`src/include/conv3x3_settings.svh`:
```
`ifndef CONV3X3_SETTINGS_SVH
`define CONV3X3_SETTINGS_SVH

// image size in pixels.
`define IMG_H 28
`define IMG_W 28

// data widths.
`define PIX_BITS 8
`define COEF_BITS 8

// nine products of 255*255 need 20 bits.
`define ACC_BITS 20

// address and window position widths.
`define ADDR_BITS 10
`define POS_BITS 5

`endif

```
`src/rtl/conv3x3_pkg.sv`:
```
`include "conv3x3_settings.svh"

package conv3x3_pkg;

    typedef logic [`PIX_BITS-1:0]  pixel_t;
    typedef logic [`COEF_BITS-1:0] coef_t;
    typedef logic [`ADDR_BITS-1:0] pix_addr_t;
    typedef logic [`ACC_BITS-1:0]  acc_t;
    typedef logic [1:0]            row_sel_t;

    // fields are named by kernel row and column.
    typedef struct packed {
        coef_t k00, k01, k02;
        coef_t k10, k11, k12;
        coef_t k20, k21, k22;
    } kernel_t;

    typedef struct packed {
        pixel_t p00, p01, p02;
        pixel_t p10, p11, p12;
        pixel_t p20, p21, p22;
    } patch_t;

    // top-left corner of a window.
    typedef struct packed {
        logic [`POS_BITS-1:0] row;
        logic [`POS_BITS-1:0] col;
    } pos_t;

    typedef struct packed {
        pos_t pos;
        acc_t value;
    } result_t;

endpackage

```
`src/rtl/mac_array.sv`:
```
`timescale 1ns/1ps

module mac_array
    import conv3x3_pkg::*;
(
    input  logic     clk,
    input  logic     rst_n,
    input  logic     kernel_load,
    input  kernel_t  kernel_in,
    input  patch_t   patch,
    input  row_sel_t row_sel,
    input  logic     acc_en,
    input  logic     acc_clear,
    output acc_t     acc
);

    kernel_t kernel_q;
    acc_t    acc_q;
    pixel_t  pix_row  [3];
    coef_t   coef_row [3];
    acc_t    prod     [3];
    acc_t    row_sum;

    always_ff @(posedge clk or negedge rst_n) begin
        if (!rst_n) begin
            kernel_q <= '0;
        end else if (kernel_load) begin
            kernel_q <= kernel_in;
        end
    end

    // pick the patch row and the kernel row for this MAC cycle.
    always_comb begin
        case (row_sel)
            2'd0: begin
                pix_row  = '{patch.p00, patch.p01, patch.p02};
                coef_row = '{kernel_q.k00, kernel_q.k01, kernel_q.k02};
            end
            2'd1: begin
                pix_row  = '{patch.p10, patch.p11, patch.p12};
                coef_row = '{kernel_q.k10, kernel_q.k11, kernel_q.k12};
            end
            default: begin
                pix_row  = '{patch.p20, patch.p21, patch.p22};
                coef_row = '{kernel_q.k20, kernel_q.k21, kernel_q.k22};
            end
        endcase
    end

    always_comb begin
        for (int i = 0; i < 3; i++) begin
            prod[i] = acc_t'(pix_row[i]) * acc_t'(coef_row[i]);
        end
        row_sum = prod[0] + prod[1] + prod[2];
    end

    always_ff @(posedge clk or negedge rst_n) begin
        if (!rst_n) begin
            acc_q <= '0;
        end else if (acc_clear) begin
            acc_q <= '0;
        end else if (acc_en) begin
            acc_q <= acc_q + row_sum;
        end
    end

    assign acc = acc_q;

endmodule

```
`config.mk`:
```
export PLATFORM = sky130hd
export DESIGN_NAME = mac_array
export DESIGN_NICKNAME = d
export VERILOG_FILES = /design/src/rtl/conv3x3_pkg.sv /design/src/rtl/mac_array.sv
export VERILOG_INCLUDE_DIRS = /design/src /design/src/include
export SDC_FILE = /design/constraint.sdc
export NUM_CORES = 1
export LEC_CHECK = 0
export ABC_AREA = 1
export BUFFER_PORTS_ARGS = -buffer_cell sky130_fd_sc_hd__buf_2
export CELL_PAD_IN_SITES_DETAIL_PLACEMENT = 0
export CELL_PAD_IN_SITES_GLOBAL_PLACEMENT = 2
export CORE_ASPECT_RATIO = 0.6
export CORE_MARGIN = 1.5
export CORE_UTILIZATION = 39
export CTS_BUF_LIST = sky130_fd_sc_hd__clkbuf_4 sky130_fd_sc_hd__clkbuf_8
export CTS_CLUSTER_SIZE = 20
export DETAILED_ROUTE_END_ITERATION = 10
export PLACE_DENSITY_LB_ADDON = 0.1
export SLEW_MARGIN = 20
export SYNTH_ARGS = -nofsm -noshare
export SYNTH_HDL_FRONTEND = slang
export SYNTH_SLANG_ARGS = --single-unit
```
`constraint.sdc`:
```
create_clock -name clk -period 8.21 [get_ports clk]
set_input_delay 1.642 -clock clk [delete_from_list [all_inputs] [get_ports clk]]
set_output_delay 1.642 -clock clk [all_outputs]
set_load 0.005 [all_outputs]
```
# Word level (Yosys, flattened, before mapping)
# Index checks and enable logic that the tools add are counted.
[op_classes]
addsub = 3
multipliers = 3
div_mod_pow = 0
magnitude_cmp = 0
n_eq_ne = 1
n_shift = 0
muxes = 4
n_bitwise = 0
n_reduce_logical = 2
[op_table]
columns = ["operator", "count"]
rows = [
  ["$pmux 24 s2", 2],
  ["$mul 8x8->16", 3],
  ["$mux 20", 2],
  ["$add 20x18->20", 1],
  ["$add 17x16->18", 1],
  ["$add 16x16->17", 1],
  ["$eq 2x1->1 const B", 1],
  ["$logic_not 2->1", 1],
  ["$reduce_bool 2->1", 1],
]
[totals]
register_bits = 92
latchBits = 0
mem_bits_rw = 0
rom_bits = 0
inputBits = 151
out_inout_bits = 20
elab_cells = 23
memories = 0

# Logic depth before layout (Yosys ltp)
[logic_depth]
depth_word = 8
depth_mapped = 32

# Worst setup path before layout
# Ideal clock, no wire load.
[synth_path]
path_kind = "input to register"
from = "in row_sel[1]"
to = "reg acc_q[19] (netlist: acc[19])"
arrival_time_ns = 7.228
path_slack_ns = 0.863
stages = 29
path_buffers = 3
path_cell_list = "buf_4 nor2_2 inv_2 buf_6 buf_6 o21a_4 clkinv_2 nor2_1 fa_1 fa_1 inv_1 fa_1 fa_1 inv_1 fa_1 fa_1 inv_1 fa_1 inv_1 ha_1 nand2_1 nor2_1 nand3_1 nand3_1 nand2_1 nand2_1 nand3_1 nand2_1 nor2_1"
[synth_between]
elab_chain_len = 8
elab_cells_between_ends = 12
classes_between = "add/sub: 3; mul: 3; eq/ne: 1; mux: 4; reduce/logical: 1"
[synth_lines]
columns = ["item", "line_no", "text"]
rows = [
  ["start: declaration", "mac_array.sv:11", "input row_sel_t row_sel,"],
  ["$eq 2x1->1 or $logic_not 2->1 (tied branches)", "mac_array.sv:34", "case (row_sel)"],
  ["$pmux 24 s2", "mac_array.sv:34", ""],
  ["$mul 8x8->16", "mac_array.sv:52", "prod[i] = acc_t'(pix_row[i]) * acc_t'(coef_row[i]);"],
  ["$add 16x16->17", "mac_array.sv:54", "row_sum = prod[0] + prod[1] + prod[2];"],
  ["$add 17x16->18 (*)", "mac_array.sv:54", ""],
  ["$add 20x18->20 (*)", "mac_array.sv:63", "acc_q <= acc_q + row_sum;"],
  ["$mux 20 (*)", "mac_array.sv:62", "end else if (acc_en) begin"],
  ["$mux 20 (*)", "mac_array.sv:60", "end else if (acc_clear) begin"],
  ["end signal: assignment", "mac_array.sv:63", ""],
  ["end: declaration", "mac_array.sv:18", "acc_t acc_q;"],
]
# Mark *: on every way between the ends. The rest lies on a longest branch, timed or not. The select of a mux whose other input is x is not followed.
# A chain may end at the register's enable or synchronous reset.

# Final worst setup path
[layout_path]
from = "in row_sel[1]"
to = "reg acc_q[15] (netlist: acc[15])"
# The elaborated chain is that of the path after synthesis.

==> out/metrics.yaml <==
clock_tree:
  h-tree-depth: 3
  clk_latency_ps: 420
  root_buffer: "clkbuf_8"
  path_clk_slew_ps: 100
  cts_hold_buf: 0
  clock-sinks: 92
  tritoncts: "yes"
  cts_buffer_depth: 2
  cts_buffers: 9
die:
  rows: 49
  fp.coreArea_sq_um: 29900
  dieArea_sq_um: 31400
  die_y_microns: 138
  initial_core_util: 0.396
  fp.dieW_microns: 228
  ios: 171
synthesis:
  synth.distinct_cells: 39
  netlist_instances: 1366
  yosysSeqAreaShare: 0.194
  avgSynthCellArea_sq_um: 8.67
  syn-cell-area_sq_um: 11800
  ys_seq_elements: 92
  ys_warn_count: 0
  synth_nets: 1798
route:
  first_pass_iters: 5
  wl_met1_microns: 19200
  vias_per_cell: 4.76
  routedWlPerCell_microns: 18.6
  vias: 9297
  route.met2.wl_microns: 14200
  wl_met3_microns: 2520
  drc_errors: 0
  highest_layer: "met4"
  wl_microns: 36200
  first_iter_violations: 685
  ant_nets: 0
timing:
  final_max_slew_viol_count: 0
  tightest_slew_ps: 803
  hold_violations: 0
  timing.fmax_mhz: 128
  period_needed_ps: 7790
  rsz0062_at_grt: "false"
  slew_headroom: 0.465
  fin_crit_sh: 0.949
  fin_skew_ps: 14.9
  setup_viol: 0
finish:
  synthToLayoutAreaGrowth_pct: 13.3
  post-route-util: 0.448
  num-fill-cells: 3109
  drive_above_1_share: 0.184
  antenna_cells: 0
  nNetsFinal: 1971
global_routing:
  grt.total_usage: 0.247
  antenna_found_initial: 0
  grt_max_degree: 62
  grt_pass1_vias: 9740
  grt_pass1_wl_microns: 57800
  grt-ovfl-total: 0
outcome:
  status: "completed"
placed_design:
  portBuffers: 170
  finalWeightedCongestion: 0.976
  place_hpwl_microns: 31500
worst_setup_path:
  crit_required_ps: 8520
  start_kind: "primary input"
  arrival_ps: 8100
  worstSetupEndpointType: "flop"
  critPathKind: "primary input to flop"
  crit_path_max_fanout: 23
min_path:
  hold_class: "flop to flop"
flow_run:
  maxCapViolCount: 0
## sequential cells by signal, indices dropped and copies added, names as in the netlist
name,flops
acc,20
kernel_q,72
## cells in the mapped netlist (all sizes together)
cell type | n | area, sq um
a31oi | 1 | 6.26
clkbuf | 13 | 48.8
a22oi | 24 | 180
mux2 | 24 | 270
ha | 104 | 1300
nor3 | 1 | 5.00
nand4 | 1 | 6.26
xor2 | 1 | 8.76
nor2 | 157 | 608
clkinv | 9 | 43.8
o21a | 43 | 422
a21o | 1 | 7.51
and3 | 2 | 12.5
nor4 | 1 | 6.26
a22o | 2 | 17.5
buf | 17 | 121
dfrtp | 92 | 2300
or2 | 1 | 6.26
nand3b | 6 | 45.0
and2 | 3 | 18.8
a21oi | 22 | 110
nand3 | 13 | 65.1
nand2 | 197 | 739
o32ai | 1 | 8.76
o22ai | 2 | 12.5
o21ai | 68 | 374
fa | 177 | 3540
o22a | 22 | 193
inv | 361 | 1360
## layer usage
metal | up-vias | track usage
li1 | 4460 | -
met5 | - | 0
met2 | 238 | 0.345
met3 | 23 | 0.0609
met1 | 4576 | 0.385
met4 | 0 | 0.0416
## per-stage QoR
step | setup slack, ps | std cells | area, sq um | hold WS (ps) | setup TNS (ps)
2_1_floorplan | 863 | 1366 | 11800 | 481 | 0
3_3_place_gp | -38.9 | 1936 | 13200 | 490 | -38.9
3_5_place_dp | -53.1 | 1936 | 13200 | 497 | -161
4_1_cts | 405 | 1952 | 13400 | 523 | 0
5_1_grt | 25.0 | 1952 | 13400 | 539 | 0
6_report | 420 | 1952 | 13400 | 516 | 0
## kinds of logic after synthesis
group	count (synthesis)	synth area share
AO/OA/AOI/OAI	186	0.112
adder cells (fa/ha/maj)	281	0.409
AND/OR/NAND/NOR	382	0.128
buffers and inverters	400	0.133
multiplexers	24	0.0228
flip-flops	92	0.194
XOR/XNOR	1	0.000740
## placed cells by master, fill, tap and decap left out, types with 6 or more instances in the layout
| master | Yosys | final |
|---|---|---|
| a21oi_1 | 22 | 22 |
| a22oi_1 | 24 | 24 |
| buf_2 | 7 | 168 |
| buf_4 | 5 | 22 |
| clkbuf_8 | 0 | 9 |
| clkinv_2 | 8 | 8 |
| dfrtp_1 | 92 | 92 |
| fa_1 | 177 | 177 |
| ha_1 | 104 | 104 |
| inv_1 | 338 | 338 |
| inv_2 | 23 | 22 |
| mux2_2 | 24 | 24 |
| nand2_1 | 197 | 197 |
| nand3_1 | 13 | 13 |
| nand3b_1 | 6 | 6 |
| nor2_1 | 155 | 155 |
| o21a_1 | 29 | 28 |
| o21a_4 | 13 | 13 |
| o21ai_0 | 65 | 65 |
| o22a_1 | 22 | 22 |
## worst max-delay path: stages
cell     delay (ps)
buf_2           160
buf_4           250
a22oi_1         230
o21a_1          340
inv_1           210
nor2_1          190
fa_1            440
fa_1            550
inv_1            50
fa_1            510
fa_1            520
inv_1            60
fa_1            510
fa_1            510
inv_1            50
fa_1            470
inv_1            40
ha_1            340
nand2_1         100
nor2_1          220
nand2_1          80
nand3_1         150
nand3_1         110
nand2_1         140
nand2_1          60
nand2_1          60
o21ai_0          60
## final timing paths
path / from / to / slack, ps / depth (start not counted)
min in group asynchronous: rst_n / kernel_q[1] / 1170 / 1
max: row_sel[1] / acc[15] / 420 / 27
min reg2reg: acc[17] / acc[17] / 520 / 2
max in group asynchronous: rst_n / kernel_q[33] / 5840 / 2
max reg2reg: kernel_q[16] / acc[15] / 1750 / 26
min: acc[17] / acc[17] / 520 / 2
## cell type report
class | instances | area (sq um) | share of cell area
repair buffers | 192 | 1050 | 0.0780
multi-input cells | 874 | 7970 | 0.594
clock buffers | 10 | 131 | 0.00979
well taps | 408 | 510 | 0.0380
clock inverters | 6 | 56.3 | 0.00420
inverters | 370 | 1400 | 0.104
flip-flops and latches | 92 | 2300 | 0.172
## timing repair
item,4_1_cts,5_1_grt
setup buffers,0,0
endpoints found under the setup margin,0,1
gates resized for setup,0,3
Power is not shown: default switching activity piles up to over one toggle a cycle in this logic, so the estimate is an artifact.
