===== src/include/conv3x3_settings.svh =====
`ifndef CONV3X3_SETTINGS_SVH
`define CONV3X3_SETTINGS_SVH

// image size in pixels.
`define IMG_H 28
`define IMG_W 28

// data widths.
`define PIX_BITS 8
`define COEF_BITS 8

// nine products of 255*255 need 20 bits.
`define ACC_BITS 20

// address and window position widths.
`define ADDR_BITS 10
`define POS_BITS 5

`endif


===== src/rtl/conv3x3_pkg.sv =====
`include "conv3x3_settings.svh"

package conv3x3_pkg;

    typedef logic [`PIX_BITS-1:0]  pixel_t;
    typedef logic [`COEF_BITS-1:0] coef_t;
    typedef logic [`ADDR_BITS-1:0] pix_addr_t;
    typedef logic [`ACC_BITS-1:0]  acc_t;
    typedef logic [1:0]            row_sel_t;

    // fields are named by kernel row and column.
    typedef struct packed {
        coef_t k00, k01, k02;
        coef_t k10, k11, k12;
        coef_t k20, k21, k22;
    } kernel_t;

    typedef struct packed {
        pixel_t p00, p01, p02;
        pixel_t p10, p11, p12;
        pixel_t p20, p21, p22;
    } patch_t;

    // top-left corner of a window.
    typedef struct packed {
        logic [`POS_BITS-1:0] row;
        logic [`POS_BITS-1:0] col;
    } pos_t;

    typedef struct packed {
        pos_t pos;
        acc_t value;
    } result_t;

endpackage


===== src/rtl/window_counters.sv =====
`timescale 1ns/1ps
`include "conv3x3_settings.svh"

module window_counters
    import conv3x3_pkg::*;
(
    input  logic clk,
    input  logic rst_n,
    input  logic advance,
    output pos_t pos,
    output logic last
);

    // largest valid top-left corner in each direction.
    localparam logic [`POS_BITS-1:0] LAST_ROW = `POS_BITS'(`IMG_H - 3);
    localparam logic [`POS_BITS-1:0] LAST_COL = `POS_BITS'(`IMG_W - 3);

    logic row_end;
    logic col_end;

    assign row_end = (pos.row == LAST_ROW);
    assign col_end = (pos.col == LAST_COL);

    always_ff @(posedge clk or negedge rst_n) begin
        if (!rst_n) begin
            pos <= '0;
        end else if (advance) begin
            if (col_end) begin
                pos.col <= '0;
                // row wraps too once the last window has been stored.
                pos.row <= row_end ? '0 : pos.row + 1'b1;
            end else begin
                pos.col <= pos.col + 1'b1;
            end
        end
    end

    assign last = row_end && col_end;

endmodule


===== config.mk =====
export PLATFORM = sky130hd
export DESIGN_NAME = window_counters
export DESIGN_NICKNAME = d
export VERILOG_FILES = /design/src/rtl/conv3x3_pkg.sv /design/src/rtl/window_counters.sv
export VERILOG_INCLUDE_DIRS = /design/src /design/src/include
export SDC_FILE = /design/constraint.sdc
export NUM_CORES = 1
export LEC_CHECK = 0
export BUFFER_PORTS_ARGS = -buffer_cell sky130_fd_sc_hd__buf_2
export CAP_MARGIN = 0
export CORE_ASPECT_RATIO = 1.25
export CORE_MARGIN = 4
export CORE_UTILIZATION = 35
export DETAILED_ROUTE_END_ITERATION = 12
export PLACE_DENSITY = 0.65
export SLEW_MARGIN = 20
export SYNTH_ARGS = -nofsm -noshare
export SYNTH_HDL_FRONTEND = slang
export SYNTH_SLANG_ARGS = --single-unit

===== constraint.sdc =====
create_clock -name clk -period 1.6 [get_ports clk]
set_input_delay 0.24 -clock clk [delete_from_list [all_inputs] [get_ports clk]]
set_output_delay 0.24 -clock clk [all_outputs]
set_load 0.01 [all_outputs]

# After elaboration in Yosys (flattened, before gate mapping)
# Cells that the tools add are included.
dict set report totals {
  reg_bits 10
  output_inout_bits 11
  elab_cells 10
}
dict set report op_classes {
  addsub 2
  eq_ne 2
  n_mux 2
  n_reduce_logical 2
}
# cell count
set ops {}
lappend ops {{adder 5 x 1 -> 5 bit, second input constant} 2}
lappend ops {{equality test 5 bit, second input constant} 2}
lappend ops {{two-way mux 5 bit} 2}
lappend ops {{AND reduction 2 bit} 1}
lappend ops {{logical AND 1 bit} 1}

# Longest topological paths before layout
# Gate-level depths: netlist (run 1).
dict set report logic_depth {
  ltp_word 2
  mapped_depth 6
  mapped_depth_nobuf 5
}

# Worst setup path after synthesis (run 1)
# No wires, ideal clock.
dict set report synth_path {
  kind {register to register}
  startpoint {register pos[0] (netlist name)}
  endpoint {register pos[5] (netlist name)}
  setup_ns 0.125
  arrival_ns 1.389
  t_required_ns 1.475
  setup_slack_ns 0.086
  stages_incl_launch_ff 6
  synth_period_minus_slack_ns 1.514
  path_cell_list {dfrtp_1 ha_1 and3b_1 buf_6 and2_4 mux2_4}
}
dict set report synth_between {
  elab_chain_cells 2
}
# element line_no
set synth_rtl {}
lappend synth_rtl {{start, declared} window_counters.sv:10} ;# output pos_t pos,
lappend synth_rtl {{equality test 5 bit} window_counters.sv:22} ;# assign col_end = (pos.col == LAST_COL);
lappend synth_rtl {{AND reduction 2 bit (no source line)} -}
# Every way passes these cells.
# A chain may end at the register's enable or synchronous reset.

# Final worst setup path (run 1)
dict set report layout_path {
  startpoint {register pos[6] (netlist name)}
  endpoint {output last}
}
dict set report layout_between {
  elab_chain_cells 2
}
# element line_no
set layout_rtl {}
lappend layout_rtl {{equality test 5 bit} window_counters.sv:21} ;# assign row_end = (pos.row == LAST_ROW);
lappend layout_rtl {{logical AND 1 bit} window_counters.sv:38} ;# assign last = row_end && col_end;
lappend layout_rtl {{end, declared} window_counters.sv:11} ;# output logic last
# Every way passes these cells.

==> results of run 1 <==
power by group:
part	total (mW)	internal [mW]	switching [mW]
Clock	0.162	0.0863	0.0753
Sequential	0.406	0.329	0.0766
Combinational	0.603	0.330	0.272
Total	1.17	0.746	0.424
metrics by stage:
step                 TNS, ns  std cells  utilization [%]  setup slack, ns
floorplan                  0         58                -          0.08555
finish              -0.01799        100            49.85         -0.01799
global route         -0.1308        100            49.85         -0.08361
detailed placement         0         89            42.90          0.05983
CTS                 -0.03602         98            48.30         -0.03602
global placement           0         89            42.90           0.1239
worst max path at each step:
| stage | endpoint | slack, ns |
|---|---|---|
| after global routing | last | -0.08 |
| after detailed placement | pos[6]$_DFFE_PN0P_ | 0.06 |
| after global placement | pos[5]$_DFFE_PN0P_ | 0.12 |
| final | last | -0.02 |
| after CTS | last | -0.04 |
| after floorplan | pos[5]$_DFFE_PN0P_ | 0.09 |
routing by layer:
| metal | track usage [%] | vias to the layer above |
|---|---|---|
| met5 | 0 | - |
| met4 | 11.22 | 0 |
| met3 | 4.854 | 4 |
| met2 | 19.30 | 16 |
| met1 | 13.43 | 241 |
| li1 | - | 254 |
critical path: stages (launching register included):
cell     delay (ns)
dfrtp_1        0.39
inv_2          0.08
ha_4           0.13
and4b_2        0.25
and3_4         0.19
buf_6          0.09
cell families after synthesis:
group	after synthesis
AND/OR/NAND/NOR	22
multiplexers	7
adder cells (fa/ha/maj)	4
buffers and inverters	7
AO/OA/AOI/OAI	8
flip-flops	10
timing repair:
item | in CTS | in global routing
endpoints found under the setup margin | 1 | 2
endpoints found under the hold margin | 10 | 0
hold buffers | 1 | 0
resized for setup | 6 | 3
buffers inserted | 5 | 2
pin swaps | 1 | 0
placed cells by master (no fill, tap or decap), drive strengths merged:
cell type / instances
nand2: 4
dlygate4sd3: 1
ha: 4
and3: 3
nand4b: 1
dfrtp: 10
nand3b: 1
o22ai: 1
o211a: 2
mux2: 3
a22o: 1
nor2: 3
inv: 3
and3b: 1
buf: 24
o21ai: 3
a21boi: 1
mux2i: 4
and2: 2
nand3: 6
clkbuf: 3
and4b: 1
area by class of cell:
cell class	instances	area [um2]	area share, %
clock buffers	3	22.52	2.786
multi-input cells	41	337.8	41.80
inverters	3	11.26	1.393
flip-flops and latches	10	250.2	30.96
well taps	18	22.52	2.786
repair buffers	25	163.9	20.28
==> results.md, run 1 <==
* Layout Nets at 91
* Gpl congestion at 0.7473
* Hold WS at 0.2876 ns
* Largest family of logic cells by synthesized area: simple AND/OR/NAND/NOR gates
* M1 wire length at 569 um
* Number of global-route vias before repair at 496
* Worst EP required at 1.36 ns
* Netlist cell types at 24
* Hold endpoint: pos[1]$_DFFE_PN0P_
* Fin crit share at 101.1%
* WHS Path Cells at 2
* Mapped Avg Cell Area at 10.61 um2
* CTS tree: built
* Post-Synth Adder-Cell Area at 8.130%
* Clock sink total at 10
* Synth Register Bits at 10
* Largest Register: pos
* Largest registers: pos (10)
* Die Ht at 54.89 um
* Post-Syn Area at 615.6 um2
* Largest net degree at the start of global routing at 11
* Global-route wire length before repair at 2.139 mm
* Core area at 0.001622 mm2
* # setup viols final at 1
* Row Count at 16
* Yosys top cell by area: dfrtp_1
* Final wirelength at 1.311 mm
* Endpoints failing hold at 0
* Syn Inst Count at 58
* Top_reg_cell synth: dfrtp_1
* Final worst slack at -0.01799 ns
* Fraction of layout cells with a size suffix above 1 at 46.34%
* Post-synth EDFFs at 0
* Post-synth top cells: 10 x dfrtp_1, 6 x nand3_1, 4 x ha_1, 4 x mux2i_1, 4 x nand2_1
* Met2 WL post-DR at 623 um
* Initial core utilization at 37.96%
* Seq/Total Area, Yosys at 40.65%
* Most common cell in the synthesized netlist: dfrtp_1
* CP Launch Point: pos[6]$_DFFE_PN0P_
* Total number of vias at 515
* Critical R2R Launch: pos[6]$_DFFE_PN0P_
* Drt initial violations at 9
* RSZ-0062 raised after global routing: true
* Die Span X at 45.51 um
* Dpl cell area at 695.7 um2
* Yosys top cell area share at 40.65%
* Outcome: finished, violations left
* I/O pin cnt at 14
* Drt pass-1 iters at 3
* Crit path kind: reg2out
* Async SR Flop Fraction at 100.0%
* ANT nets after route at 0
* P per Cell Area at 1448 mW/mm2
* Clock period minus final worst setup slack at 1.618 ns
* Highest clock rate at 618.1 MHz
* Met3 WL at 87 um
* Clk_lat worst skew at 0.25 ns
* Synth Area in Compound Gates at 9.553%
* Hold_sp: advance
* Tot Pwr at 1.170 mW
* Setup slack, reg-to-reg at 0.04 ns
* Failing checks: setup timing
* Crit path DAT at 1.38 ns
* Top layer used by detailed routing: met4
* Element type at the critical path end: output port
* Worst-path clk slew at 0.06 ns
* CTS buffer count at 3
* Synth warn at 0
* Clock skew at 0.001123 ns
* Total GRT Usage at 12.68%
* Finished layout cell area at 808.3 um2
* H-tree depth at 1
* Fin. max-slew vios at 0
* Root Buffer: clkbuf_4
* Max-cap violations at 0
* Die area at 0.002498 mm2
* # DRC at 0
* Deepest clock path buffer count at 2
* Leakage at 0.4439 nW
* Post-Synth XOR/XNOR Area at 0%
* Post-Syn Nets at 65
* Max reg flops at 10
* Synth Area in Simple Gates at 20.53%
* Area delta synth->final at 31.30%
* CP startpoint kind: flop
* Relative slew margins at 80.08%
* Detailed-route wire length per cell at 13.11 um
* Number of fill cells at 158
* Least-Margin Pin Slew at 0.2986 ns
* Reg2Reg Depth at 7
* Via density at 5.150
* # diodes at 0
* VDD IR-drop max at 0.7001 mV
* Global route overflow at 0
* Initial antenna violation count at 0
* Top cells by area, synth: dfrtp_1 41%, ha_1 8.1%, mux2i_1 6.5%
* FF-to-FF End: pos[9]$_DFFE_PN0P_
* Worst Hold Class: in2reg
* PortBufs at 13
* Multiplexer share of the synthesized area at 13.21%
* CP Max Fanout at 2
Power figures use the tool's default switching activity.
==> inputs of run 2 (changes only) <==
--- a/config.mk
+++ b/config.mk
@@ -12,7 +12,9 @@
 export CORE_MARGIN = 4
 export CORE_UTILIZATION = 35
 export DETAILED_ROUTE_END_ITERATION = 12
+export HOLD_SLACK_MARGIN = 0.06
 export PLACE_DENSITY = 0.65
+export SETUP_SLACK_MARGIN = 0.5
 export SLEW_MARGIN = 20
 export SYNTH_ARGS = -nofsm -noshare
 export SYNTH_HDL_FRONTEND = slang
==> run 2 against run 1 <==
Net effect: the run still ends with setup timing left; combinational power up 53%; setup slack got worse by 0.020 ns; maximum frequency is 1.2% lower; final area up 24%; total power increased by 32%; critical path type unchanged.
==> results.md, run 2 (synthesis results as in run 1) <==
* FF-to-FF End: pos[7]$_DFFE_PN0P_ (was pos[9]$_DFFE_PN0P_)
* ANT nets after route at 0 (unchanged)
* Fraction of layout cells with a size suffix above 1 at 56.99% (was 46.34%)
* Fin. max-slew vios at 0 (unchanged)
* Reg2Reg Depth at 7 (unchanged)
* Failing checks: setup timing (unchanged)
* Detailed-route wire length per cell at 13.23 um (was 13.11 um)
* Util after Layout at 61.65% (was 49.85%)
* Hold WS at 0.2766 ns (was 0.2876 ns)
* Max-cap violations at 0 (unchanged)
* Area delta synth->final at 62.40% (was 31.30%)
* Largest registers: pos (10) (unchanged)
* Die area at 0.002498 mm2 (unchanged)
* Total number of vias at 547 (was 515)
* Die Ht at 54.89 um (unchanged)
* Placed insts at 88 (was 89)
* Initial core utilization at 37.96% (unchanged)
* Largest net degree at the start of global routing at 11 (unchanged)
* Final worst slack at -0.03801 ns (was -0.01799 ns)
* Crit path kind: reg2out (unchanged)
* # diodes at 0 (unchanged)
* Global route overflow at 0 (unchanged)
* CP Max Fanout at 2 (unchanged)
* Worst EP required at 1.36 ns (about the same)
* Largest Register: pos (unchanged)
* H-tree depth at 1 (unchanged)
* Detail Placement HPWL at 875.1 um
* P per Cell Area at 1550 mW/mm2 (was 1448 mW/mm2)
* Least-Margin Pin Slew at 0.2511 ns (was 0.2986 ns)
* Critical R2R Launch: pos[6]$_DFFE_PN0P_ (unchanged)
* Setup slack, reg-to-reg at 0.12 ns (was 0.04 ns)
* Clk_lat worst skew at 0.27 ns (was 0.25 ns)
* Leakage at 0.5240 nW (was 0.4439 nW)
* Initial antenna violation count at 0 (unchanged)
* Die Span X at 45.51 um (unchanged)
* CTS buffer count at 3 (unchanged)
* Total GRT Usage at 14.15% (was 12.68%)
* Worst Hold Class: in2reg (unchanged)
* Deepest clock path buffer count at 2 (unchanged)
* Clock period minus final worst setup slack at 1.638 ns (was 1.618 ns)
* Root Buffer: clkbuf_4 (unchanged)
* Crit path DAT at 1.40 ns (was 1.38 ns)
* Hold endpoint: pos[1]$_DFFE_PN0P_ (unchanged)
* I/O pin cnt at 14 (unchanged)
* Relative slew margins at 83.26% (was 80.08%)
* Hold_sp: advance (unchanged)
* Core area at 0.001622 mm2 (unchanged)
* Clock skew at 0.003261 ns (was 0.001123 ns)
* Element type at the critical path end: output port (unchanged)
* Number of fill cells at 133 (was 158)
* Finished layout cell area at 999.7 um2 (was 808.3 um2)
* # DRC at 0 (unchanged)
* Drt pass-1 iters at 3 (unchanged)
* Tot Pwr at 1.550 mW (was 1.170 mW)
* Fin crit share at 102.4% (was 101.1%)
* Number of global-route vias before repair at 532 (was 496)
* Drt initial violations at 5 (was 9)
* Commonest non-fill, non-tap cells in the layout: 17 x buf_6, 11 x buf_4, 9 x dfrtp_1 (was 12 x buf_2, 11 x buf_4, 10 x dfrtp_1)
* Max reg flops at 10 (unchanged)
* Layout Nets at 101 (was 91)
* Global-route wire length before repair at 2.421 mm (was 2.139 mm)
* Endpoints failing hold at 0 (unchanged)
* Gpl congestion at 0.7266 (was 0.7473)
* Row Count at 16 (unchanged)
* Dpl cell area at 695.7 um2 (unchanged)
* Highest clock rate at 610.5 MHz (was 618.1 MHz)
* PortBufs at 13 (unchanged)
* Most common cell after layout, fill and taps aside: buf_6 (was buf_2)
* Clock sink total at 10 (unchanged)
* VDD IR-drop max at 0.9904 mV (was 0.7001 mV)
* CP startpoint kind: flop (unchanged)
* Worst-path clk slew at 0.07 ns (was 0.06 ns)
* Final Instance Count excl. Fillers at 111 (was 100)
* Outcome: finished, violations left (unchanged)
* WHS Path Cells at 2 (unchanged)
* CTS tree: built (unchanged)
* RSZ-0062 raised after global routing: true (unchanged)
* Via density at 4.928 (was 5.150)
* # setup viols final at 1 (unchanged)
* Final wirelength at 1.469 mm (was 1.311 mm)
## run 2: metrics by stage
| stage | setup TNS [ns] | setup WS, ns |
|---|---|---|
| finish | -0.03801 | -0.03801 |
| global route | -0.1258 | -0.1258 |
| CTS | -0.05875 | -0.05875 |
| detailed placement | 0 | 0.05324 |
| global placement | 0 | 0.1112 |
| floorplan | 0 | 0.1108 |
## run 2: report_power, final
| part | total [mW] | internal, mW | switching (mW) |
|---|---|---|---|
| sequential | 0.401 | 0.330 | 0.0703 |
| clock | 0.228 | 0.138 | 0.0901 |
| combinational | 0.921 | 0.564 | 0.357 |
## run 2: routing by layer
layer / GRT usage, % / vias up / share of wire (%)
li1: - / 274 / -
met1: 16.17 / 252 / 41
met3: 4.207 / 5 / 6.0
met4: 10.24 / 0 / 3.1
met5: 0 / - / 0
met2: 22.09 / 16 / 50
## run 2: worst max path at each step
stage	from	to	slack, ns	depth (start not counted)
2_1_floorplan	pos[1]$_DFFE_PN0P_	pos[5]$_DFFE_PN0P_	0.11	6
3_3_place_gp	pos[1]$_DFFE_PN0P_	pos[5]$_DFFE_PN0P_	0.11	5
3_5_place_dp	pos[1]$_DFFE_PN0P_	pos[5]$_DFFE_PN0P_	0.05	5
4_1_cts	pos[6]$_DFFE_PN0P_	last	-0.06	5
5_1_grt	pos[6]$_DFFE_PN0P_	last	-0.13	5
6_report	pos[6]$_DFFE_PN0P_	last	-0.04	5
## run 2: area by class of cell
cell class	count	area, um2	area share [%]
clock buffers	4	36.28	3.630
inverters	3	11.26	1.126
flip-flops and latches	10	251.5	25.16
well taps	18	22.52	2.253
repair buffers	35	314.1	31.41
multi-input cells	41	364.1	36.42
## run 2: worst max-delay path, stage by stage (launching register included)
cell,delay (ns)
dfrtp_1,0.38
inv_1,0.06
ha_2,0.16
and4b_2,0.25
and3_4,0.19
buf_6,0.09
## run 2: repair_timing
item                                   CTS  global route
resized for setup                       23             6
pin swaps                                5             7
hold buffers                             1             0
endpoints found under the hold margin   10             0
cloned                                   0             0
setup endpoints to repair               18            21
buffers inserted                         7            11
