$ cat src/include/conv3x3_settings.svh
`ifndef CONV3X3_SETTINGS_SVH
`define CONV3X3_SETTINGS_SVH

// image size in pixels.
`define IMG_H 28
`define IMG_W 28

// data widths.
`define PIX_BITS 8
`define COEF_BITS 8

// nine products of 255*255 need 20 bits.
`define ACC_BITS 20

// address and window position widths.
`define ADDR_BITS 10
`define POS_BITS 5

`endif

$ cat src/rtl/conv3x3_pkg.sv
`include "conv3x3_settings.svh"

package conv3x3_pkg;

    typedef logic [`PIX_BITS-1:0]  pixel_t;
    typedef logic [`COEF_BITS-1:0] coef_t;
    typedef logic [`ADDR_BITS-1:0] pix_addr_t;
    typedef logic [`ACC_BITS-1:0]  acc_t;
    typedef logic [1:0]            row_sel_t;

    // fields are named by kernel row and column.
    typedef struct packed {
        coef_t k00, k01, k02;
        coef_t k10, k11, k12;
        coef_t k20, k21, k22;
    } kernel_t;

    typedef struct packed {
        pixel_t p00, p01, p02;
        pixel_t p10, p11, p12;
        pixel_t p20, p21, p22;
    } patch_t;

    // top-left corner of a window.
    typedef struct packed {
        logic [`POS_BITS-1:0] row;
        logic [`POS_BITS-1:0] col;
    } pos_t;

    typedef struct packed {
        pos_t pos;
        acc_t value;
    } result_t;

endpackage

$ cat src/rtl/conv_control.sv
`timescale 1ns/1ps

module conv_control
    import conv3x3_pkg::*;
(
    input  logic     clk,
    input  logic     rst_n,
    input  logic     start,
    input  logic     last,
    output logic     patch_load,
    output logic     acc_clear,
    output logic     acc_en,
    output row_sel_t row_sel,
    output logic     advance,
    output logic     out_valid,
    output logic     done,
    output logic     busy
);

    typedef enum logic [1:0] {
        IDLE,
        LOAD,
        MAC,
        STORE
    } state_t;

    localparam row_sel_t LAST_ROW = 2'd2;

    state_t   state;
    state_t   state_next;
    row_sel_t row_cnt;

    always_ff @(posedge clk or negedge rst_n) begin
        if (!rst_n) begin
            state   <= IDLE;
            row_cnt <= '0;
        end else begin
            state <= state_next;
            // the row counter only runs while in MAC.
            if (state == MAC && row_cnt != LAST_ROW) begin
                row_cnt <= row_cnt + 2'd1;
            end else begin
                row_cnt <= '0;
            end
        end
    end

    always_comb begin
        state_next = state;
        case (state)
            IDLE: begin
                if (start) begin
                    state_next = LOAD;
                end
            end
            LOAD: begin
                state_next = MAC;
            end
            MAC: begin
                if (row_cnt == LAST_ROW) begin
                    state_next = STORE;
                end
            end
            STORE: begin
                // after the bottom-right window the frame is finished.
                state_next = last ? IDLE : LOAD;
            end
            default: begin
                state_next = IDLE;
            end
        endcase
    end

    assign patch_load = (state == LOAD);
    assign acc_clear  = (state == LOAD);
    assign acc_en     = (state == MAC);
    assign row_sel    = row_cnt;
    assign advance    = (state == STORE);
    assign out_valid  = (state == STORE);
    assign done       = (state == STORE) && last;
    assign busy       = (state != IDLE);

endmodule

$ cat config.mk
export PLATFORM = sky130hd
export DESIGN_NAME = conv_control
export DESIGN_NICKNAME = d
export VERILOG_FILES = /design/src/rtl/conv3x3_pkg.sv /design/src/rtl/conv_control.sv
export VERILOG_INCLUDE_DIRS = /design/src /design/src/include
export SDC_FILE = /design/constraint.sdc
export NUM_CORES = 1
export LEC_CHECK = 0
export BUFFER_PORTS_ARGS = -buffer_cell sky130_fd_sc_hd__buf_4
export CORE_AREA = 2 2 39 41
export CTS_BUF_LIST = sky130_fd_sc_hd__clkbuf_4
export DETAILED_ROUTE_END_ITERATION = 10
export DIE_AREA = 0 0 41 43
export MAX_ROUTING_LAYER = met4
export PLACE_DENSITY = 0.53
export REMOVE_ABC_BUFFERS = 1
export SLEW_MARGIN = 20
export SYNTH_ARGS = -nofsm -noshare
export SYNTH_HDL_FRONTEND = slang
export SYNTH_SLANG_ARGS = --single-unit
$ cat constraint.sdc
create_clock -name clk -period 1.4 [get_ports clk]
set_input_delay 0.21 -clock clk [delete_from_list [all_inputs] [get_ports clk]]
set_output_delay 0.21 -clock clk [all_outputs]
set_load 0.005 [all_outputs]
---- After elaboration in Yosys (flattened, before gate mapping) ----
Cells that the tools add are included.
cells by class
  $mul .................................... 0
  divide/modulo/power cells ............... 0
  reductions and logical operators ........ 5
  equal/unequal tests ..................... 7
  order comparisons ....................... 0
  $add $sub $neg .......................... 1
  shift-type cells ........................ 0
  bitwise gates (word level) .............. 0
  multiplexer cells ....................... 5
operators with widths
  cell                   count
  $pmux W2 S4            1
  $eq A2 B2 Y1 const B   3
  $mux W2                3
  $ne A2 B2 Y1 const B   2
  $add A2 B1 Y2 const B  1
  $eq A2 B1 Y1 const B   1
  $logic_and A1 B1 Y1    2
  $logic_not A2 Y1       1
  $ne A2 B1 Y1 const B   1
  $reduce_and A2 Y1      1
  $reduce_bool A2 Y1     1
  $mux W1                1
word-level totals
  bits in latches ......................... 0
  flip-flop bits (word level) ............. 4
  memories ................................ 0
  output and inout port bits .............. 9
  bits in writable memories ............... 0
  bits in read-only memories .............. 0

---- Logic depth before layout (Yosys ltp) ----
Gate-level depths: netlist (run 1).
  word-level depth ........................ 3
  depth in mapped cells ................... 5

---- Worst setup path after synthesis (run 1) ----
OpenSTA, ideal clock, no wires.
  path type ............................... register -> register
  start ................................... reg state[0]
  end ..................................... reg state[0]
  cell stages (with the launch flop) ...... 6
  arrival time ............................ 1.253 ns
  slack ................................... 0.009 ns
  buffers on the path ..................... 0
  cell sequence ........................... dfrtp_1 inv_1 ha_1 nor2b_1 o41ai_1 o41ai_1
between the ends
  word-level cells in the longest chain between the ends .. 3
  elaborated cells between the ends (all ways) .. 8
RTL lines
  what                                RTL line            text
  from (decl)                         conv_control.sv:29  state_t state;
  from (signal assigned)              conv_control.sv:38  state <= state_next;
  $eq A2 B2 Y1 (*)                    -
  named net acc_en                    conv_control.sv:12  output logic acc_en,
  $ne A2 B1 Y1 (no source line)       -
  $reduce_and A2 Y1 (no source line)  -
Mark *: on every way through the listed nets, which the timed path passes. The rest lies on a longest branch.
A chain may end at the register's enable or synchronous reset.

---- Final worst setup path (run 1) ----
  start ................................... reg state[1]
  end ..................................... out done
between the ends
  word-level cells in the longest chain between the ends .. 2
RTL lines
  what                 RTL line            text
  $eq A2 B2 Y1         conv_control.sv:80  assign done = (state == STORE) && last;
  $logic_and A1 B1 Y1  conv_control.sv:80
  to (decl)            conv_control.sv:16  output logic done,
Every way passes these cells.

==> results by group, run 1 <==
Clocking
  • Clk Latency, worst-skew pair: 0.23 ns
  • Total clock sinks: 4
  • Total CTS buffers: 3
  • CTS tree: done
  • Worst-path clk slew: 0.03 ns
  • H-tree depth: 1
  • CTS max path bufs: 2
  • CTS root buf: clkbuf_4

Setup path
  • Worst EP required: 1.19 ns
  • Crit Path Max Fanout: 4
  • R2r worst-path depth: 4
  • R2r setup slk: -0.003 ns
  • RR Endpoint: state[0]$_DFFE_PN0P_
  • RR Startpoint: state[1]$_DFFE_PN0P_
  • CP endpoint kind: primary output
  • Critical path class: reg -> out
  • Worst setup SP type: flip-flop
  • Critical Path AT: 1.19 ns

Die
  • FP Rows: 14
  • Die ar.: 1760 sq um
  • Die width: 41 um
  • # IOs: 13
  • Initial Utilization: 0.203
  • Core box area: 1380 sq um
  • Die Ht: 43 um

Synth
  • Mapped Cells: 28
  • Synth warn: 0
  • Synthesized area: 282 sq um
  • Mean area per synthesized cell: 10.1 sq um
  • Yosys cell types: 10
  • Flops & latches, synth: 4
  • Seq/Total Area, Yosys: 0.356

Outcome
  • Status: complete, but fails checks
  • Failing checks: setup timing

Final layout
  • Layout area overhead: 94.2%
  • Share of cells above drive strength 1: 0.702
  • Final instance area: 547 sq um
  • Ant. Diodes: 0
  • Fillcell total: 143
  • Fin util: 0.395
  • Final net count: 59

Power and ir drop
  • Pwr/cell area: 2280 nW/um^2
  • Leakage: 0.265 nW
  • VDD IR max: 0.000796 V

STA
  • Slew at the pin closest to its max-slew limit: 0.298 ns
  • Final WS setup: -0.00317 ns
  • Post-route clock skew: 0.00113 ns
  • RSZ-0062 raised after global routing: true
  • Fin. Hold Viols: 0
  • Max-slew violation count: 0
  • Finish-stage setup viols: 1
  • Max Fclk: 713 MHz
  • Final worst path period share: 1.00
  • Post-layout min period: 1.40 ns
  • Rel. slew slack: 0.799

GRT
  • GRT overflow: 0
  • Vias in the first global route: 269
  • Largest net degree at the start of global routing: 5
  • First-pass GRT wire length: 952 um
  • Initial antenna violation count: 0
  • Total GRT Usage: 0.0845

Worst hold path
  • Worst hold path class: in -> async

Job
  • MaxCap Viol Count: 0

Place
  • GP Congestion: 0.669
  • Placement-stage cell area: 399 sq um
  • Setup WS pre-CTS: -0.0487 ns
  • Port buffer count: 12

Detailed routing
  • Iteration-0 DRC count of the detailed router: 0
  • Routed Wire Length: 628 um
  • Drt first pass iters: 1
  • DR WL/cell: 9.97 um
  • Final ANT Viol Nets: 0
  • Via count: 254
  • DR vias/cell: 4.03
  • Remaining DRCs: 0
## report_power, final
group | total, W | switching (W) | internal, W
logic | 0.000887 | 0.000355 | 0.000532
clock network | 0.000136 | 0.0000410 | 0.0000955
registers | 0.000224 | 0.0000506 | 0.000173
total | 0.00125 | 0.000446 | 0.000801
## cell families after synthesis
| kind of cell | count (synthesis) | synth area share |
|---|---|---|
| buffers and inverters | 6 | 0.107 |
| muxes | 1 | 0.0400 |
| AOI/OAI and AO/OA | 2 | 0.0622 |
| and+or+nand+nor | 9 | 0.169 |
| DFF | 4 | 0.356 |
| adders and majority gates | 6 | 0.267 |
## flip-flops by register name, indices dropped and copies added, names as in the netlist
register,cells
row_sel,2
state,2
## cells in the mapped netlist
library cell  number  area, sq um
nor2b_1            3         18.8
inv_1              4         15.0
o41ai_1            2         17.5
ha_1               6         75.1
and2_1             1         6.26
mux2_1             1         11.3
nor2_1             4         15.0
or2b_1             1         7.51
dfrtp_1            4          100
buf_4              2         15.0
## stage by stage
stage          hold WS (ns)  std cells  power (W)  TNS [ns]
4_1_cts               0.297         63    0.00114   -0.0378
6_report              0.314         63    0.00125  -0.00317
3_5_place_dp        0.00702         57   0.000799   -0.0808
5_1_grt               0.301         63    0.00136    -0.100
2_1_floorplan       -0.0856         26   0.000495         0
3_3_place_gp        0.00798         57   0.000789         0
## what timing repair did
action / 4_1_cts / 5_1_grt
buffers inserted: 3 / 0
hold endpoints to repair: 4 / 0
resized for setup: 12 / 9
pin swaps: 1 / 0
setup endpoints to repair: 5 / 5
hold buffers: 1 / 0
## worst max-delay path, stage by stage (launching register included)
cell and delay (ns):
dfrtp_2 0.44, buf_12 0.14, ha_4 0.15, and2_4 0.13, buf_6 0.10
## placed cells by master (no fill, tap or decap), drive strengths merged
cell type / n
dlygate4sd3: 1
nor2: 4
dfrtp: 4
and2: 1
buf: 17
o41ai: 2
clkbuf: 3
mux2: 1
nor2b: 3
or2b: 1
inv: 4
ha: 6
## worst max-delay path by stage
stage	startpoint	end	slack, ns
global route	state[1]$_DFFE_PN0P_	state[0]$_DFFE_PN0P_	-0.06
floorplan	state[0]$_DFFE_PN0P_	state[0]$_DFFE_PN0P_	0.009
global placement	state[1]$_DFFE_PN0P_	state[0]$_DFFE_PN0P_	0.01
detailed placement	state[1]$_DFFE_PN0P_	state[1]$_DFFE_PN0P_	-0.05
finish	state[1]$_DFFE_PN0P_	done	-0.003
CTS	state[1]$_DFFE_PN0P_	done	-0.03
## per-layer routing
layer / up-vias / routed length (um) / part of all wire / global-route usage
li1: 127 / - / - / -
met3: 0 / 36 / 0.057 / 0.0157
met5: - / 0 / 0 / -
met2: 7 / 359 / 0.57 / 0.131
met1: 120 / 232 / 0.37 / 0.0809
met4: 0 / 0 / 0 / 0.0800
## area by class of cell
| type | instances | area (sq um) | area share |
|---|---|---|---|
| clock buffers | 3 | 22.5 | 0.0412 |
| inverters | 4 | 15.0 | 0.0275 |
| repair buffers | 18 | 161 | 0.295 |
| well taps | 16 | 20.0 | 0.0366 |
| flip-flops and latches | 4 | 101 | 0.185 |
| multi-input cells | 18 | 226 | 0.414 |
No activity file was read; power rests on OpenSTA's default activity.
==> run 2: changes to the inputs <==
--- a/config.mk
+++ b/config.mk
@@ -11,10 +11,8 @@
 export CTS_BUF_LIST = sky130_fd_sc_hd__clkbuf_4
 export DETAILED_ROUTE_END_ITERATION = 10
 export DIE_AREA = 0 0 41 43
-export MAX_ROUTING_LAYER = met4
 export PLACE_DENSITY = 0.53
 export REMOVE_ABC_BUFFERS = 1
-export SLEW_MARGIN = 20
 export SYNTH_ARGS = -nofsm -noshare
 export SYNTH_HDL_FRONTEND = slang
 export SYNTH_SLANG_ARGS = --single-unit
==> run 2 against run 1 <==
The run still ends with setup timing left. Wire length down 0.32%. Combinational power about the same. Fmax about the same. Critical path depth unchanged. Via count down 0.39%. Sequential power about the same. Highest routed layer unchanged.
==> results by group, run 2 (synthesis results as in run 1) <==
Detailed routing
  • Via count: 253 (-0.39%)
  • DR WL/cell: 9.94 um (-0.32%)
  • Routed Wire Length: 626 um (-0.32%)
  • Final ANT Viol Nets: 0 (unchanged)
  • Drt first pass iters: 1 (unchanged)
  • Remaining DRCs: 0 (unchanged)
  • DR vias/cell: 4.02 (-0.39%)
  • Iteration-0 DRC count of the detailed router: 0 (unchanged)

Clocking
  • H-tree depth: 1 (unchanged)
  • Total clock sinks: 4 (unchanged)
  • CTS tree: done
  • CTS root buf: clkbuf_4
  • Worst-path clk slew: 0.03 ns (about the same)
  • CTS max path bufs: 2 (unchanged)
  • Total CTS buffers: 3 (unchanged)
  • Clk Latency, worst-skew pair: 0.23 ns (about the same)

STA
  • Max-slew violation count: 0 (unchanged)
  • Max Fclk: 713 MHz (about the same)
  • RSZ-0062 raised after global routing: true
  • Final WS setup: -0.00202 ns (+0.00114 ns)
  • Rel. slew slack: 0.799 (unchanged)
  • Fin. Hold Viols: 0 (unchanged)
  • Post-route clock skew: 0.000274 ns (-0.000852 ns)
  • Slew at the pin closest to its max-slew limit: 0.298 ns (unchanged)
  • Finish-stage setup viols: 1 (unchanged)
  • Final worst path period share: 1.00 (about the same)
  • Post-layout min period: 1.40 ns (-0.00114 ns)

GRT
  • GRT overflow: 0 (unchanged)
  • Largest net degree at the start of global routing: 5 (unchanged)
  • Vias in the first global route: 270 (+0.37%)
  • First-pass GRT wire length: 952 um (unchanged)
  • Initial antenna violation count: 0 (unchanged)
  • Total GRT Usage: 0.0825 (-0.00204)

Setup path
  • Critical path class: reg -> out
  • Worst setup SP type: flip-flop
  • Slowest stage delay, CP: 0.44 ns (about the same)
  • Crit Path Max Fanout: 4 (unchanged)
  • R2r setup slk: -0.002 ns (about the same)
  • CP endpoint kind: primary output
  • Critical Path AT: 1.19 ns (about the same)
  • Worst EP required: 1.19 ns (about the same)
  • CP max stage cell: dfrtp_2
  • Crit-path cells: buf_12 > ha_4 > and2_4 > buf_6

Place
  • GP Congestion: 0.663 (-0.93%)
  • Port buffer count: 12 (unchanged)
  • Placement-stage cell area: 399 sq um (unchanged)
  • Cell count after placement: 57 (unchanged)

Die
  • Die ar.: 1760 sq um (unchanged)
  • Core box area: 1380 sq um (unchanged)
  • Initial Utilization: 0.203 (unchanged)
  • Die width: 41 um (unchanged)
  • Die Ht: 43 um (unchanged)
  • FP Rows: 14 (unchanged)
  • # IOs: 13 (unchanged)

Job
  • MaxCap Viol Count: 0 (unchanged)

Final layout
  • Final instance area: 547 sq um (unchanged)
  • Layout area overhead: 94.2% (unchanged)
  • Share of cells above drive strength 1: 0.702 (unchanged)
  • Final net count: 59 (unchanged)
  • Ant. Diodes: 0 (unchanged)
  • Commonest non-fill, non-tap cell in the layout: buf_4
  • Non-Filler Instances: 63 (unchanged)

Outcome
  • Status: complete, but fails checks
  • Failing checks: setup timing

Power and ir drop
  • Final Power: 0.00125 W (about the same)
  • Leakage: 0.265 nW (unchanged)
  • Pwr/cell area: 2280 nW/um^2 (about the same)
  • VDD IR max: 0.000796 V (about the same)

Worst hold path
  • Worst hold path class: in -> async
## run 2: layer usage
| layer | vias to the layer above | track usage | routed length (um) |
|---|---|---|---|
| met5 | - | 0 | 0 |
| met3 | 0 | 0.0157 | 37 |
| met4 | 0 | 0.0800 | 0 |
| li1 | 127 | - | - |
| met2 | 7 | 0.131 | 359 |
| met1 | 119 | 0.0809 | 229 |
## run 2: final cells by class
class / instances / area, sq um
clock buffers: 3 / 22.5
fillers: 143 / 837
inverters: 4 / 15.0
multi-input cells: 18 / 226
flip-flops and latches: 4 / 101
well taps: 16 / 20.0
repair buffers: 18 / 161
## run 2: through the flow
stage | setup TNS (ns) | hold WS [ns] | utilization | worst slack, ns
after floorplan | 0 | -0.0856 | - | 0.00901
after global placement | 0 | 0.00798 | 0.288 | 0.0106
after detailed placement | -0.0808 | 0.00702 | 0.288 | -0.0487
after CTS | -0.0378 | 0.297 | 0.363 | -0.0269
after global routing | -0.100 | 0.301 | 0.395 | -0.0560
final | -0.00202 | 0.315 | 0.395 | -0.00202
## run 2: where the power goes
group / switching (W) / total [W] / internal, W
logic: 0.000355 / 0.000887 / 0.000532
registers: 0.0000506 / 0.000224 / 0.000173
clock network: 0.0000403 / 0.000136 / 0.0000954
total: 0.000446 / 0.00125 / 0.000801
## run 2: timing repair
item,in CTS,in global routing
gates cloned,0,0
hold endpoints to repair,4,0
hold buffers,1,0
endpoints found under the setup margin,5,5
buffers inserted,3,0
pin swaps,1,0
resized for setup,12,9
## run 2: critical path, delay by kind of cell, from the launching register on
family                     cells  cell delay [ns]
adders and majority gates      1             0.15
and+or+nand+nor                1             0.13
DFF                            1             0.44
buffers and inverters          2             0.24
## run 2: path summary, 6_finish.rpt
kind | from | to | cells after the start
max | state[1]$_DFFE_PN0P_ | done | 4
min | rst_n | state[1]$_DFFE_PN0P_ | 2
max reg2reg | state[1]$_DFFE_PN0P_ | state[0]$_DFFE_PN0P_ | 4
min reg2reg | row_sel[0]$_DFF_PN0_ | row_sel[0]$_DFF_PN0_ | 1
max in group asynchronous | rst_n | state[1]$_DFFE_PN0P_ | 2
min in group clk | start | state[0]$_DFFE_PN0P_ | 3
